**src/design/ospfb_pkg.sv**
```systemverilog
package ospfb_pkg;

  localparam int SAMPLE_W = 16;
  localparam int COEFF_W  = 8;
  localparam int ACC_W    = 24;
  localparam int OUT_W    = 18;

  typedef logic signed [SAMPLE_W-1:0] sample_t;
  typedef logic signed [COEFF_W-1:0]  coeff_t;
  typedef logic signed [ACC_W-1:0]    acc_t;
  typedef logic signed [OUT_W-1:0]    out_t;

  // output clamp limits
  localparam int OUT_MAX = (1 << (OUT_W - 1)) - 1;
  localparam int OUT_MIN = -(1 << (OUT_W - 1));

  typedef enum logic {
    COLLECT,
    COMPUTE
  } ctrl_state_t;

  // h[k] for flat tap index k = t*FFT_LEN+p
  function automatic coeff_t coeff_at(input int k);
    int h;
    h = ((3 * k) % 11) - 5;
    return coeff_t'(h);
  endfunction

endpackage

```
**src/design/ospfb_ifs.sv**
```systemverilog
`timescale 1ns/1ns

interface tap_if import ospfb_pkg::*; #(
  parameter int FFT_LEN = 8,
  parameter int PTAPS   = 2,
  localparam int BR_W   = $clog2(FFT_LEN)
);

  logic            valid;
  logic [BR_W-1:0] branch;
  logic            last;
  sample_t         taps [PTAPS];

  modport src (
    output valid, branch, last, taps
  );

  modport dst (
    input valid, branch, last, taps
  );

endinterface

```
**src/design/ospfb_ctrl.sv**
```systemverilog
`timescale 1ns/1ns

module ospfb_ctrl import ospfb_pkg::*; #(
  parameter int FFT_LEN = 8,
  parameter int DEC_FAC = 6,
  localparam int BR_W   = $clog2(FFT_LEN),
  localparam int CNT_W  = $clog2(DEC_FAC + 1)
) (
  input  logic            clk,
  input  logic            rst_n,
  input  logic            in_valid,
  output logic            in_ready,
  output logic            shift_en,
  output logic            rd_valid,
  output logic [BR_W-1:0] rd_branch,
  output logic            rd_last,
  output logic            frame_start
);

  ctrl_state_t      state;
  logic [CNT_W-1:0] samp_cnt;
  logic [BR_W-1:0]  rot_shift;
  logic [BR_W-1:0]  rd_cnt;
  logic             accept;
  logic             frame_done;

  // modular add for branch indices with b at most FFT_LEN
  function automatic logic [BR_W-1:0] wrap_add(input logic [BR_W-1:0] a, input int b);
    int sum;
    sum = int'(a) + b;
    if (sum >= FFT_LEN) begin
      sum = sum - FFT_LEN;
    end
    return BR_W'(sum);
  endfunction

  // input only stalls while a frame is being read out
  assign in_ready   = (state == COLLECT);
  assign accept     = in_valid && in_ready;
  assign shift_en   = accept;
  assign frame_done = accept && (samp_cnt == CNT_W'(DEC_FAC - 1));

  assign rd_valid = (state == COMPUTE);
  assign rd_last  = rd_valid && (rd_cnt == BR_W'(FFT_LEN - 1));

  always_ff @(posedge clk or negedge rst_n) begin
    if (!rst_n) begin
      state       <= COLLECT;
      samp_cnt    <= '0;
      rot_shift   <= '0;
      rd_cnt      <= '0;
      rd_branch   <= '0;
      frame_start <= 1'b0;
    end else begin
      frame_start <= 1'b0;
      case (state)
        COLLECT: begin
          if (frame_done) begin
            state       <= COMPUTE;
            samp_cnt    <= '0;
            rd_cnt      <= '0;
            // first branch issued is the rotation shift
            rd_branch   <= rot_shift;
            frame_start <= 1'b1;
          end else if (accept) begin
            samp_cnt <= samp_cnt + 1'b1;
          end
        end
        COMPUTE: begin
          rd_cnt    <= rd_cnt + 1'b1;
          rd_branch <= wrap_add(rd_branch, 1);
          if (rd_last) begin
            state     <= COLLECT;
            rot_shift <= wrap_add(rot_shift, DEC_FAC);
          end
        end
        default: state <= COLLECT;
      endcase
    end
  end

endmodule

```
**src/design/pfb_delay_line.sv**
```systemverilog
`timescale 1ns/1ns

module pfb_delay_line import ospfb_pkg::*; #(
  parameter int FFT_LEN = 8,
  parameter int PTAPS   = 2,
  localparam int BR_W   = $clog2(FFT_LEN),
  localparam int HIST   = FFT_LEN * PTAPS
) (
  input  logic            clk,
  input  logic            rst_n,
  input  logic            shift_en,
  input  sample_t         in_data,
  input  logic            rd_valid,
  input  logic [BR_W-1:0] rd_branch,
  input  logic            rd_last,
  tap_if.src              taps
);

  // index 0 holds the newest sample
  sample_t hist [HIST];

  always_ff @(posedge clk or negedge rst_n) begin
    if (!rst_n) begin
      for (int i = 0; i < HIST; i++) begin
        hist[i] <= '0;
      end
    end else if (shift_en) begin
      hist[0] <= in_data;
      for (int i = 1; i < HIST; i++) begin
        hist[i] <= hist[i-1];
      end
    end
  end

  always_ff @(posedge clk or negedge rst_n) begin
    if (!rst_n) begin
      taps.valid <= 1'b0;
      taps.last  <= 1'b0;
    end else begin
      taps.valid <= rd_valid;
      taps.last  <= rd_valid && rd_last;
    end
  end

  // tap t sits FFT_LEN samples further back
  always_ff @(posedge clk) begin
    if (rd_valid) begin
      taps.branch <= rd_branch;
      for (int t = 0; t < PTAPS; t++) begin
        taps.taps[t] <= hist[t*FFT_LEN + int'(rd_branch)];
      end
    end
  end

endmodule

```
**src/design/pfb_mac.sv**
```systemverilog
`timescale 1ns/1ns

module pfb_mac import ospfb_pkg::*; #(
  parameter int FFT_LEN = 8,
  parameter int PTAPS   = 2,
  localparam int NCOEF  = FFT_LEN * PTAPS
) (
  input  logic clk,
  input  logic rst_n,
  tap_if.dst   taps,
  output logic acc_valid,
  output acc_t acc,
  output logic acc_last
);

  coeff_t coef_tab [NCOEF];
  acc_t   prod [PTAPS];
  acc_t   sum;

  // fixed coefficient table
  for (genvar k = 0; k < NCOEF; k++) begin : g_coef
    assign coef_tab[k] = coeff_at(k);
  end

  always_comb begin
    for (int t = 0; t < PTAPS; t++) begin
      prod[t] = acc_t'(taps.taps[t]) * acc_t'(coef_tab[t*FFT_LEN + int'(taps.branch)]);
    end
  end

  // sum of the tap products
  always_comb begin
    sum = '0;
    for (int t = 0; t < PTAPS; t++) begin
      sum = sum + prod[t];
    end
  end

  always_ff @(posedge clk or negedge rst_n) begin
    if (!rst_n) begin
      acc_valid <= 1'b0;
      acc_last  <= 1'b0;
    end else begin
      acc_valid <= taps.valid;
      acc_last  <= taps.valid && taps.last;
    end
  end

  always_ff @(posedge clk) begin
    if (taps.valid) begin
      acc <= sum;
    end
  end

endmodule

```
**src/design/pfb_out_stage.sv**
```systemverilog
`timescale 1ns/1ns

module pfb_out_stage import ospfb_pkg::*; (
  input  logic clk,
  input  logic rst_n,
  input  logic acc_valid,
  input  acc_t acc,
  input  logic acc_last,
  output logic out_valid,
  output out_t out_data,
  output logic out_last,
  output logic out_sat
);

  logic clip_hi;
  logic clip_lo;

  assign clip_hi = (acc > acc_t'(OUT_MAX));
  assign clip_lo = (acc < acc_t'(OUT_MIN));

  always_ff @(posedge clk or negedge rst_n) begin
    if (!rst_n) begin
      out_valid <= 1'b0;
      out_last  <= 1'b0;
      out_sat   <= 1'b0;
    end else begin
      out_valid <= acc_valid;
      out_last  <= acc_valid && acc_last;
      out_sat   <= acc_valid && (clip_hi || clip_lo);
    end
  end

  always_ff @(posedge clk) begin
    if (acc_valid) begin
      if (clip_hi) out_data <= out_t'(OUT_MAX);
      else if (clip_lo) out_data <= out_t'(OUT_MIN);
      else out_data <= out_t'(acc);
    end
  end

endmodule

```
**src/design/ospfb_top.sv**
```systemverilog
`timescale 1ns/1ns

module ospfb_top import ospfb_pkg::*; #(
  parameter int FFT_LEN = 8,
  parameter int DEC_FAC = 6,
  parameter int PTAPS   = 2,
  localparam int BR_W   = $clog2(FFT_LEN)
) (
  input  logic    clk,
  input  logic    rst_n,
  input  logic    in_valid,
  input  sample_t in_data,
  output logic    in_ready,
  output logic    out_valid,
  output out_t    out_data,
  output logic    out_last,
  output logic    out_sat,
  output logic    frame_start
);

  logic            shift_en;
  logic            rd_valid;
  logic [BR_W-1:0] rd_branch;
  logic            rd_last;
  logic            acc_valid;
  acc_t            acc;
  logic            acc_last;

  tap_if #(.FFT_LEN(FFT_LEN), .PTAPS(PTAPS)) tap_bus ();

  ospfb_ctrl #(
    .FFT_LEN(FFT_LEN),
    .DEC_FAC(DEC_FAC)
  ) i_ctrl (
    .clk        (clk),
    .rst_n      (rst_n),
    .in_valid   (in_valid),
    .in_ready   (in_ready),
    .shift_en   (shift_en),
    .rd_valid   (rd_valid),
    .rd_branch  (rd_branch),
    .rd_last    (rd_last),
    .frame_start(frame_start)
  );

  pfb_delay_line #(
    .FFT_LEN(FFT_LEN),
    .PTAPS  (PTAPS)
  ) i_delay_line (
    .clk      (clk),
    .rst_n    (rst_n),
    .shift_en (shift_en),
    .in_data  (in_data),
    .rd_valid (rd_valid),
    .rd_branch(rd_branch),
    .rd_last  (rd_last),
    .taps     (tap_bus.src)
  );

  pfb_mac #(
    .FFT_LEN(FFT_LEN),
    .PTAPS  (PTAPS)
  ) i_mac (
    .clk      (clk),
    .rst_n    (rst_n),
    .taps     (tap_bus.dst),
    .acc_valid(acc_valid),
    .acc      (acc),
    .acc_last (acc_last)
  );

  pfb_out_stage i_out_stage (
    .clk      (clk),
    .rst_n    (rst_n),
    .acc_valid(acc_valid),
    .acc      (acc),
    .acc_last (acc_last),
    .out_valid(out_valid),
    .out_data (out_data),
    .out_last (out_last),
    .out_sat  (out_sat)
  );

endmodule

```
**config.mk**
```make
export PLATFORM = sky130hd
export DESIGN_NAME = ospfb_top
export DESIGN_NICKNAME = d
export VERILOG_FILES = /design/src/design/ospfb_pkg.sv /design/src/design/ospfb_ifs.sv /design/src/design/ospfb_ctrl.sv /design/src/design/pfb_delay_line.sv /design/src/design/pfb_mac.sv /design/src/design/pfb_out_stage.sv /design/src/design/ospfb_top.sv
export SDC_FILE = /design/constraint.sdc
export NUM_CORES = 1
export LEC_CHECK = 0
export ABC_AREA = 1
export BUFFER_PORTS_ARGS = -buffer_cell sky130_fd_sc_hd__buf_4
export CELL_PAD_IN_SITES_DETAIL_PLACEMENT = 0
export CELL_PAD_IN_SITES_GLOBAL_PLACEMENT = 1
export CORE_MARGIN = 2
export CORE_UTILIZATION = 23
export CTS_CLUSTER_DIAMETER = 50
export DETAILED_ROUTE_END_ITERATION = 8
export PLACE_DENSITY_LB_ADDON = 0.1
export SLEW_MARGIN = 20
export SYNTH_ARGS = -nofsm -noshare
export SYNTH_HDL_FRONTEND = slang
export SYNTH_SLANG_ARGS = --single-unit
export TNS_END_PERCENT = 100
```
**constraint.sdc**
```tcl
create_clock -name clk -period 6.7 [get_ports clk]
set_clock_uncertainty 0.2 [all_clocks]
set_input_delay 0 -clock clk [delete_from_list [all_inputs] [get_ports clk]]
set_output_delay 0 -clock clk [all_outputs]
set_load 0.02 [all_outputs]
```
# == After elaboration in Yosys (flattened, before gate mapping) ==
# Memories as Yosys holds them, arrays and structs flattened.
# Index checks and enable logic that the tools add are counted.
# op_classes
n_eq_ne,3
addsub,9
reduce_logical,11
multipliers,2
magnitude_cmp,8
muxes,23
bitwise,5
# op_table
op,count
$bmux W16 S4,2
$ge A32 B5 Y1 const B,4
$mux W16,4
$not A3 Y32,2
$not A32 Y32,2
$mul A16 B8 Y24,2
$mux W8,4
$add A24 B24 Y24,1
$gt A24 B18 Y1 const B,1
$lt A24 B18 Y1 const B,1
$mux W18,1
$mux W3,6
$pmux W3 S2,2
$add A4 B3 Y5 const A,2
$ge A4 B4 Y1 const B,2
$logic_and A1 B1 Y1,7
$add A3 B1 Y3 const B,2
$eq A3 B3 Y1 const B,2
$sub A3 B1 Y3 const B,2
$add A3 B1 Y4 const B,1
$add A3 B3 Y4 const B,1
$reduce_and A2 Y1,2
$mux W1,3
$ne A2 B2 Y1 const B,1
4 further kinds,4
# word_totals
out_inout_bits,23
elab_cells,97
n_memories,2
reg_bits,354
inputBits,19
mem_bits_ro,256
# memory_table
memory,depth,word_bits,read_ports,rd_clocked_by_memory_dff,wr,line,source
(name not given),16,8,1,0,0,pfb_mac.sv:27,prod[t] = acc_t'(taps.taps[t]) * acc_t'(coef_tab[t*FFT_LEN + int'(taps.branch)]);
(name not given),16,8,1,0,0,pfb_mac.sv:27,

# == Logic depth before layout (Yosys ltp) ==
# depth
word_depth,7
ltp_mapped,33
ltp_nobuf,30

# == Cells and area by module ==
# Synthesis repeated with hierarchy kept, for this count alone.
# hier_totals
hier_cells,2974
hier_area_um2,24730.0
# modules_own_cells
mod,seq_area_each_um2,cells_per_inst,area_per_inst_um2,n_inst
pfb_delay_line,7507.2,1715,13556.8,1
pfb_mac,770.7,1117,9653.0,1
pfb_out_stage,615.6,75,860.8,1
ospfb_ctrl,325.3,67,659.4,1

# == Least setup slack after synthesis ==
# OpenSTA, ideal clock, no wires.
# synth_path
path_type,flip-flop to flip-flop
startpoint,register i_delay_line.taps.branch[1]
endpoint,"register i_mac.acc[23], data pin"
period_less_slack_ns,6.749
stages_incl_launch_ff,29
n_path_buf,2
setup_slack_ns,-0.049
arrival_time_ns,6.297
t_required_ns,6.248
setup_time_ns,0.252
path_cell_list,edfxtp_1 -> buf_4 -> inv_4 -> clkbuf_1 -> ha_1 -> nand2_1 -> o21ai_2 -> clkinv_1 -> nor2_1 -> fa_1 -> fa_1 -> fa_1 -> inv_1 -> fa_1 -> inv_1 -> fa_1 -> inv_1 -> fa_1 -> inv_1 -> ha_1 -> nand2_1 -> nor2_1 -> nand2_1 -> nor2_1 -> nand2_1 -> nand3_1 -> inv_1 -> nand3_1 -> nand2_1
# synth_between
elab_chain_cells,7
elab_cells_between_ends,12
cone_classes,add/sub: 2; mul: 2; mux: 4; bitwise: 2; memory: 2
# synth_rtl
item,line,source
"start, declared",ospfb_ifs.sv:15,"output valid, branch, last, taps"
"start signal, assigned",pfb_delay_line.sv:48,taps.branch <= rd_branch;
$add A4 B3 Y5,pfb_mac.sv:27,
$not A32 Y32 (not written as such),pfb_mac.sv:27,
$mem_v2 Z16 W8,n/a,
$mux W8 (not written as such) (2 in a row),pfb_mac.sv:27,
$mul A16 B8 Y24,pfb_mac.sv:27,
$add A24 B24 Y24 *,pfb_mac.sv:35,sum = sum + prod[t];
via i_mac.sum[23],pfb_mac.sv:18,acc_t sum;
"end signal, assigned",pfb_mac.sv:51,acc <= sum;
"end, declared",pfb_mac.sv:12,"output acc_t acc,"
# The timed path passes the listed nets; every way through them passes the cells marked *. The select of a mux whose other input is x is not followed.
# A chain may end at the register's enable or synchronous reset.

# == Worst setup path after layout ==
# layout_path
startpoint,register i_delay_line.taps.branch[1]
endpoint,"register i_mac.acc[20], data pin"
# The elaborated chain is that of the path after synthesis.

==> run metrics <==
Worst Path Buf+Inv=6; Critical Path End=i_mac.acc[20]$_DFFE_PP_; gpl congestion=roughly 0.85; Setup crit end kind=flip-flop; Synth Net Count=3046; Critical Path Start=i_delay_line.taps.branch[1]$_DFFE_PP_; final WL=about 66000 um; status=finished, final reports clean; WP depth=21; synthesis-to-layout area growth=21.3%; IO Port Bufs=41; clk_lat worst skew=slightly above 0.6 ns; routed via count=17300; CP Launch Type=flip-flop; hpwl dp=roughly 46000 um; flop2flop setup slack=0.28 ns; Seq/Total Area, Yosys=around two fifths; DIE AREA=between 0.1 and 0.15 sq mm; Max Cap Violations=0; Crit Path Max Fanout=25; drt pass-1 iters=5; # DRC=0; delay-heaviest family, CP=adder cells; CP required=~7 ns; most frequent cells in the layout=610 x nand2_1, 520 x inv_1, 313 x o21ai_0; largest net degree at the start of global routing=between 150 and 200; Detailed Route Iter0 Violations=835; most common cell after layout, fill and taps aside=nand2_1; CTS Buf Count=74; crit share post-route=between 90% and 100%; # IOs=42; Cell Chain, Critical Path=buf_12 -> ha_1 -> o21ai_2 -> inv_1 -> nor2_1 -> fa_1 -> inv_1 -> fa_1 -> inv_1 -> fa_1 -> fa_1 -> fa_1 -> inv_1 -> fa_1 -> inv_1 -> ha_1 -> a21o_1 -> o21bai_1 -> a21oi_1 -> nand3_1 -> xor2_1; number of distinct library cells after synthesis=48; final setup vio count=0; Rel. slew slack=approximately a third; post-route ant nets=0; Clock Pin Slew Worst Setup and Hold Paths=about 0.05 ns; Die X=about 330 um; worst reg2reg path depth=21; Remaining Overflow, GRT=0; Most common cell on crit path=fa_1; Cell Rows=roughly 120; first-pass GRT wire length=roughly 110000 um; initial core utilization=roughly a quarter; Syn Std Cell Area=roughly 0.024 sq mm; Clk Tree Root Cell=clkbuf_16; Max Root-Sink Buffers=3; die height=325 um; endpoints failing hold=0; core area=approximately 0.10 sq mm; yosys warns=0; vias in the first global route=between 15000 and 20000; gr usage total=approximately 13%; Peak Freq=roughly 160 MHz; Critical Path Slowest Stage Cell=fa_1; WL/cell=15.8 um; Period minus WS final=around 6.4 ns; critical path arrival=6.58 ns; slowest stage delay, CP=0.55 ns; Diodes inserted=0; htree depth=3; RR Endpoint=i_mac.acc[20]$_DFFE_PP_; Worst R2R Start=i_delay_line.taps.branch[1]$_DFFE_PP_; CTS sink cnt=roughly 350; pre-CTS setup slack=between 0.15 and 0.2 ns; final max-slew violation count=0; nets=between 3000 and 4000; Worst Max-Slew Pin Slew=a little over 1 ns; CTS tree=done; setup ws final=around 0.28 ns; synthesized instance count=roughly 2700; Syn Area/Cell=approximately 8.8 sq um; critical path type=reg2reg; share of layout cells above drive strength 1=under 10%; via/cell ratio=around 4; FF+latch count, synth=between 300 and 400; HP Class=reg2reg; antenna violations before repair=2
## layer usage
layer,GRT usage [%],wire length (um),up-vias
met5,0,0,-
met4,3.57,1370,0
met3,2.13,2040,90
met2,20.8,30300,216
met1,17.9,32700,8479
li1,-,-,8556
## stage by stage
stage / instance area [sq um] / instances / hold WS (ns) / util [%] / TNS [ns]
2_1_floorplan: 23700 / 2712 / -0.496 / - / 0
3_3_place_gp: 25600 / 4036 / -0.0849 / 25.1 / 0
3_5_place_dp: 25600 / 4036 / -0.0866 / 25.1 / 0
4_1_cts: 28600 / 4213 / 0.240 / 28.1 / 0
5_1_grt: 28800 / 4215 / 0.269 / 28.2 / -0.142
6_report: 28800 / 4215 / 0.235 / 28.2 / 0
## worst min-delay path: stages (launching register included)
cell,delay (ns)
dfrtp_1,0.32
nand2_1,0.04
inv_1,0.04
## state kept, by name (all words and copies together), names as in the netlist
| register | flops |
|---|---|
| i_mac.acc_valid | 1 |
| i_delay_line.taps.branch | 3 |
| i_mac.acc | 24 |
| i_ctrl.rd_cnt | 3 |
| i_ctrl.rot_shift | 2 |
| i_delay_line.hist | 256 |
| i_delay_line.taps.last | 1 |
| i_ctrl.samp_cnt | 3 |
| i_out_stage.out_last | 1 |
| i_delay_line.taps.taps | 32 |
| i_ctrl.rd_branch | 3 |
| i_out_stage.out_data | 18 |
| i_ctrl.rd_valid | 1 |
| i_delay_line.taps.valid | 1 |
| i_out_stage.out_valid | 1 |
| i_mac.acc_last | 1 |
| i_out_stage.out_sat | 1 |
| i_ctrl.frame_start | 1 |
## how the worst min path moves through the flow
stage / start / to / slack, ns / cells past startpoint
2_1_floorplan: rst_n / i_ctrl.frame_start$_DFF_PN0_ / -0.50 / 0
3_3_place_gp: rst_n / i_delay_line.hist[161]$_DFFE_PN0P_ / -0.08 / 1
3_5_place_dp: rst_n / i_delay_line.hist[177]$_DFFE_PN0P_ / -0.09 / 1
6_report: i_mac.acc_last$_DFF_PN0_ / i_out_stage.out_last$_DFF_PN0_ / 0.23 / 2
5_1_grt: i_mac.acc_last$_DFF_PN0_ / i_out_stage.out_last$_DFF_PN0_ / 0.27 / 2
4_1_cts: i_mac.acc_last$_DFF_PN0_ / i_out_stage.out_last$_DFF_PN0_ / 0.24 / 2
## layout make-up
type | count | area [sq um]
repair buffers | 117 | 1060
multi-input cells | 1704 | 12100
clock inverters | 52 | 669
flip-flops and latches | 353 | 9230
fillers | 10900 | 73300
well taps | 1368 | 1710
clock buffers | 85 | 2000
inverters | 536 | 2030
## cell usage after synthesis (all sizes together)
library cell  number  share of area, %
a31o               1             0.037
o22ai              1             0.026
a21boi             4              0.14
nor3               1             0.042
a21oi            154               3.3
clkbuf            55              0.87
a31oi             36              0.95
nand2            621                10
nand3             19              0.42
xor2              14              0.52
nand4              7              0.18
o21bai             4              0.13
clkinv             3             0.047
o21ai            346               7.3
and3               1             0.026
xnor2              7              0.26
nor2             160               2.5
fa               233                20
o211ai             3              0.12
edfxtp            77               9.7
ha                82               4.3
inv              533               8.5
a22o               2             0.074
a21o               2             0.063
nand3b             2              0.12
buf               64               1.3
dfrtp            276                29
or2                2             0.053
o21a               1             0.032
a211oi             1             0.032
## timing repair
item | in CTS | in global routing
endpoints found under the setup margin | 0 | 12
buffers inserted | 0 | 2
gates resized for setup | 0 | 28
endpoints found under the hold margin | 201 | 0
hold buffers | 40 | 0
## cell families (layout without fill, tap and decap cells)
group	count (synthesis)	count (layout)	synth area share (%)
compound gates	555	555	12.2
xor+xnor	21	21	0.775
fa+ha+maj	315	315	24.0
buf+inv	655	790	10.7
flops	353	353	38.8
simple gates	813	813	13.5
Power is left out: the tool's default activity adds up to more than one toggle a clock period on the data nets, which glitch-free logic cannot reach.
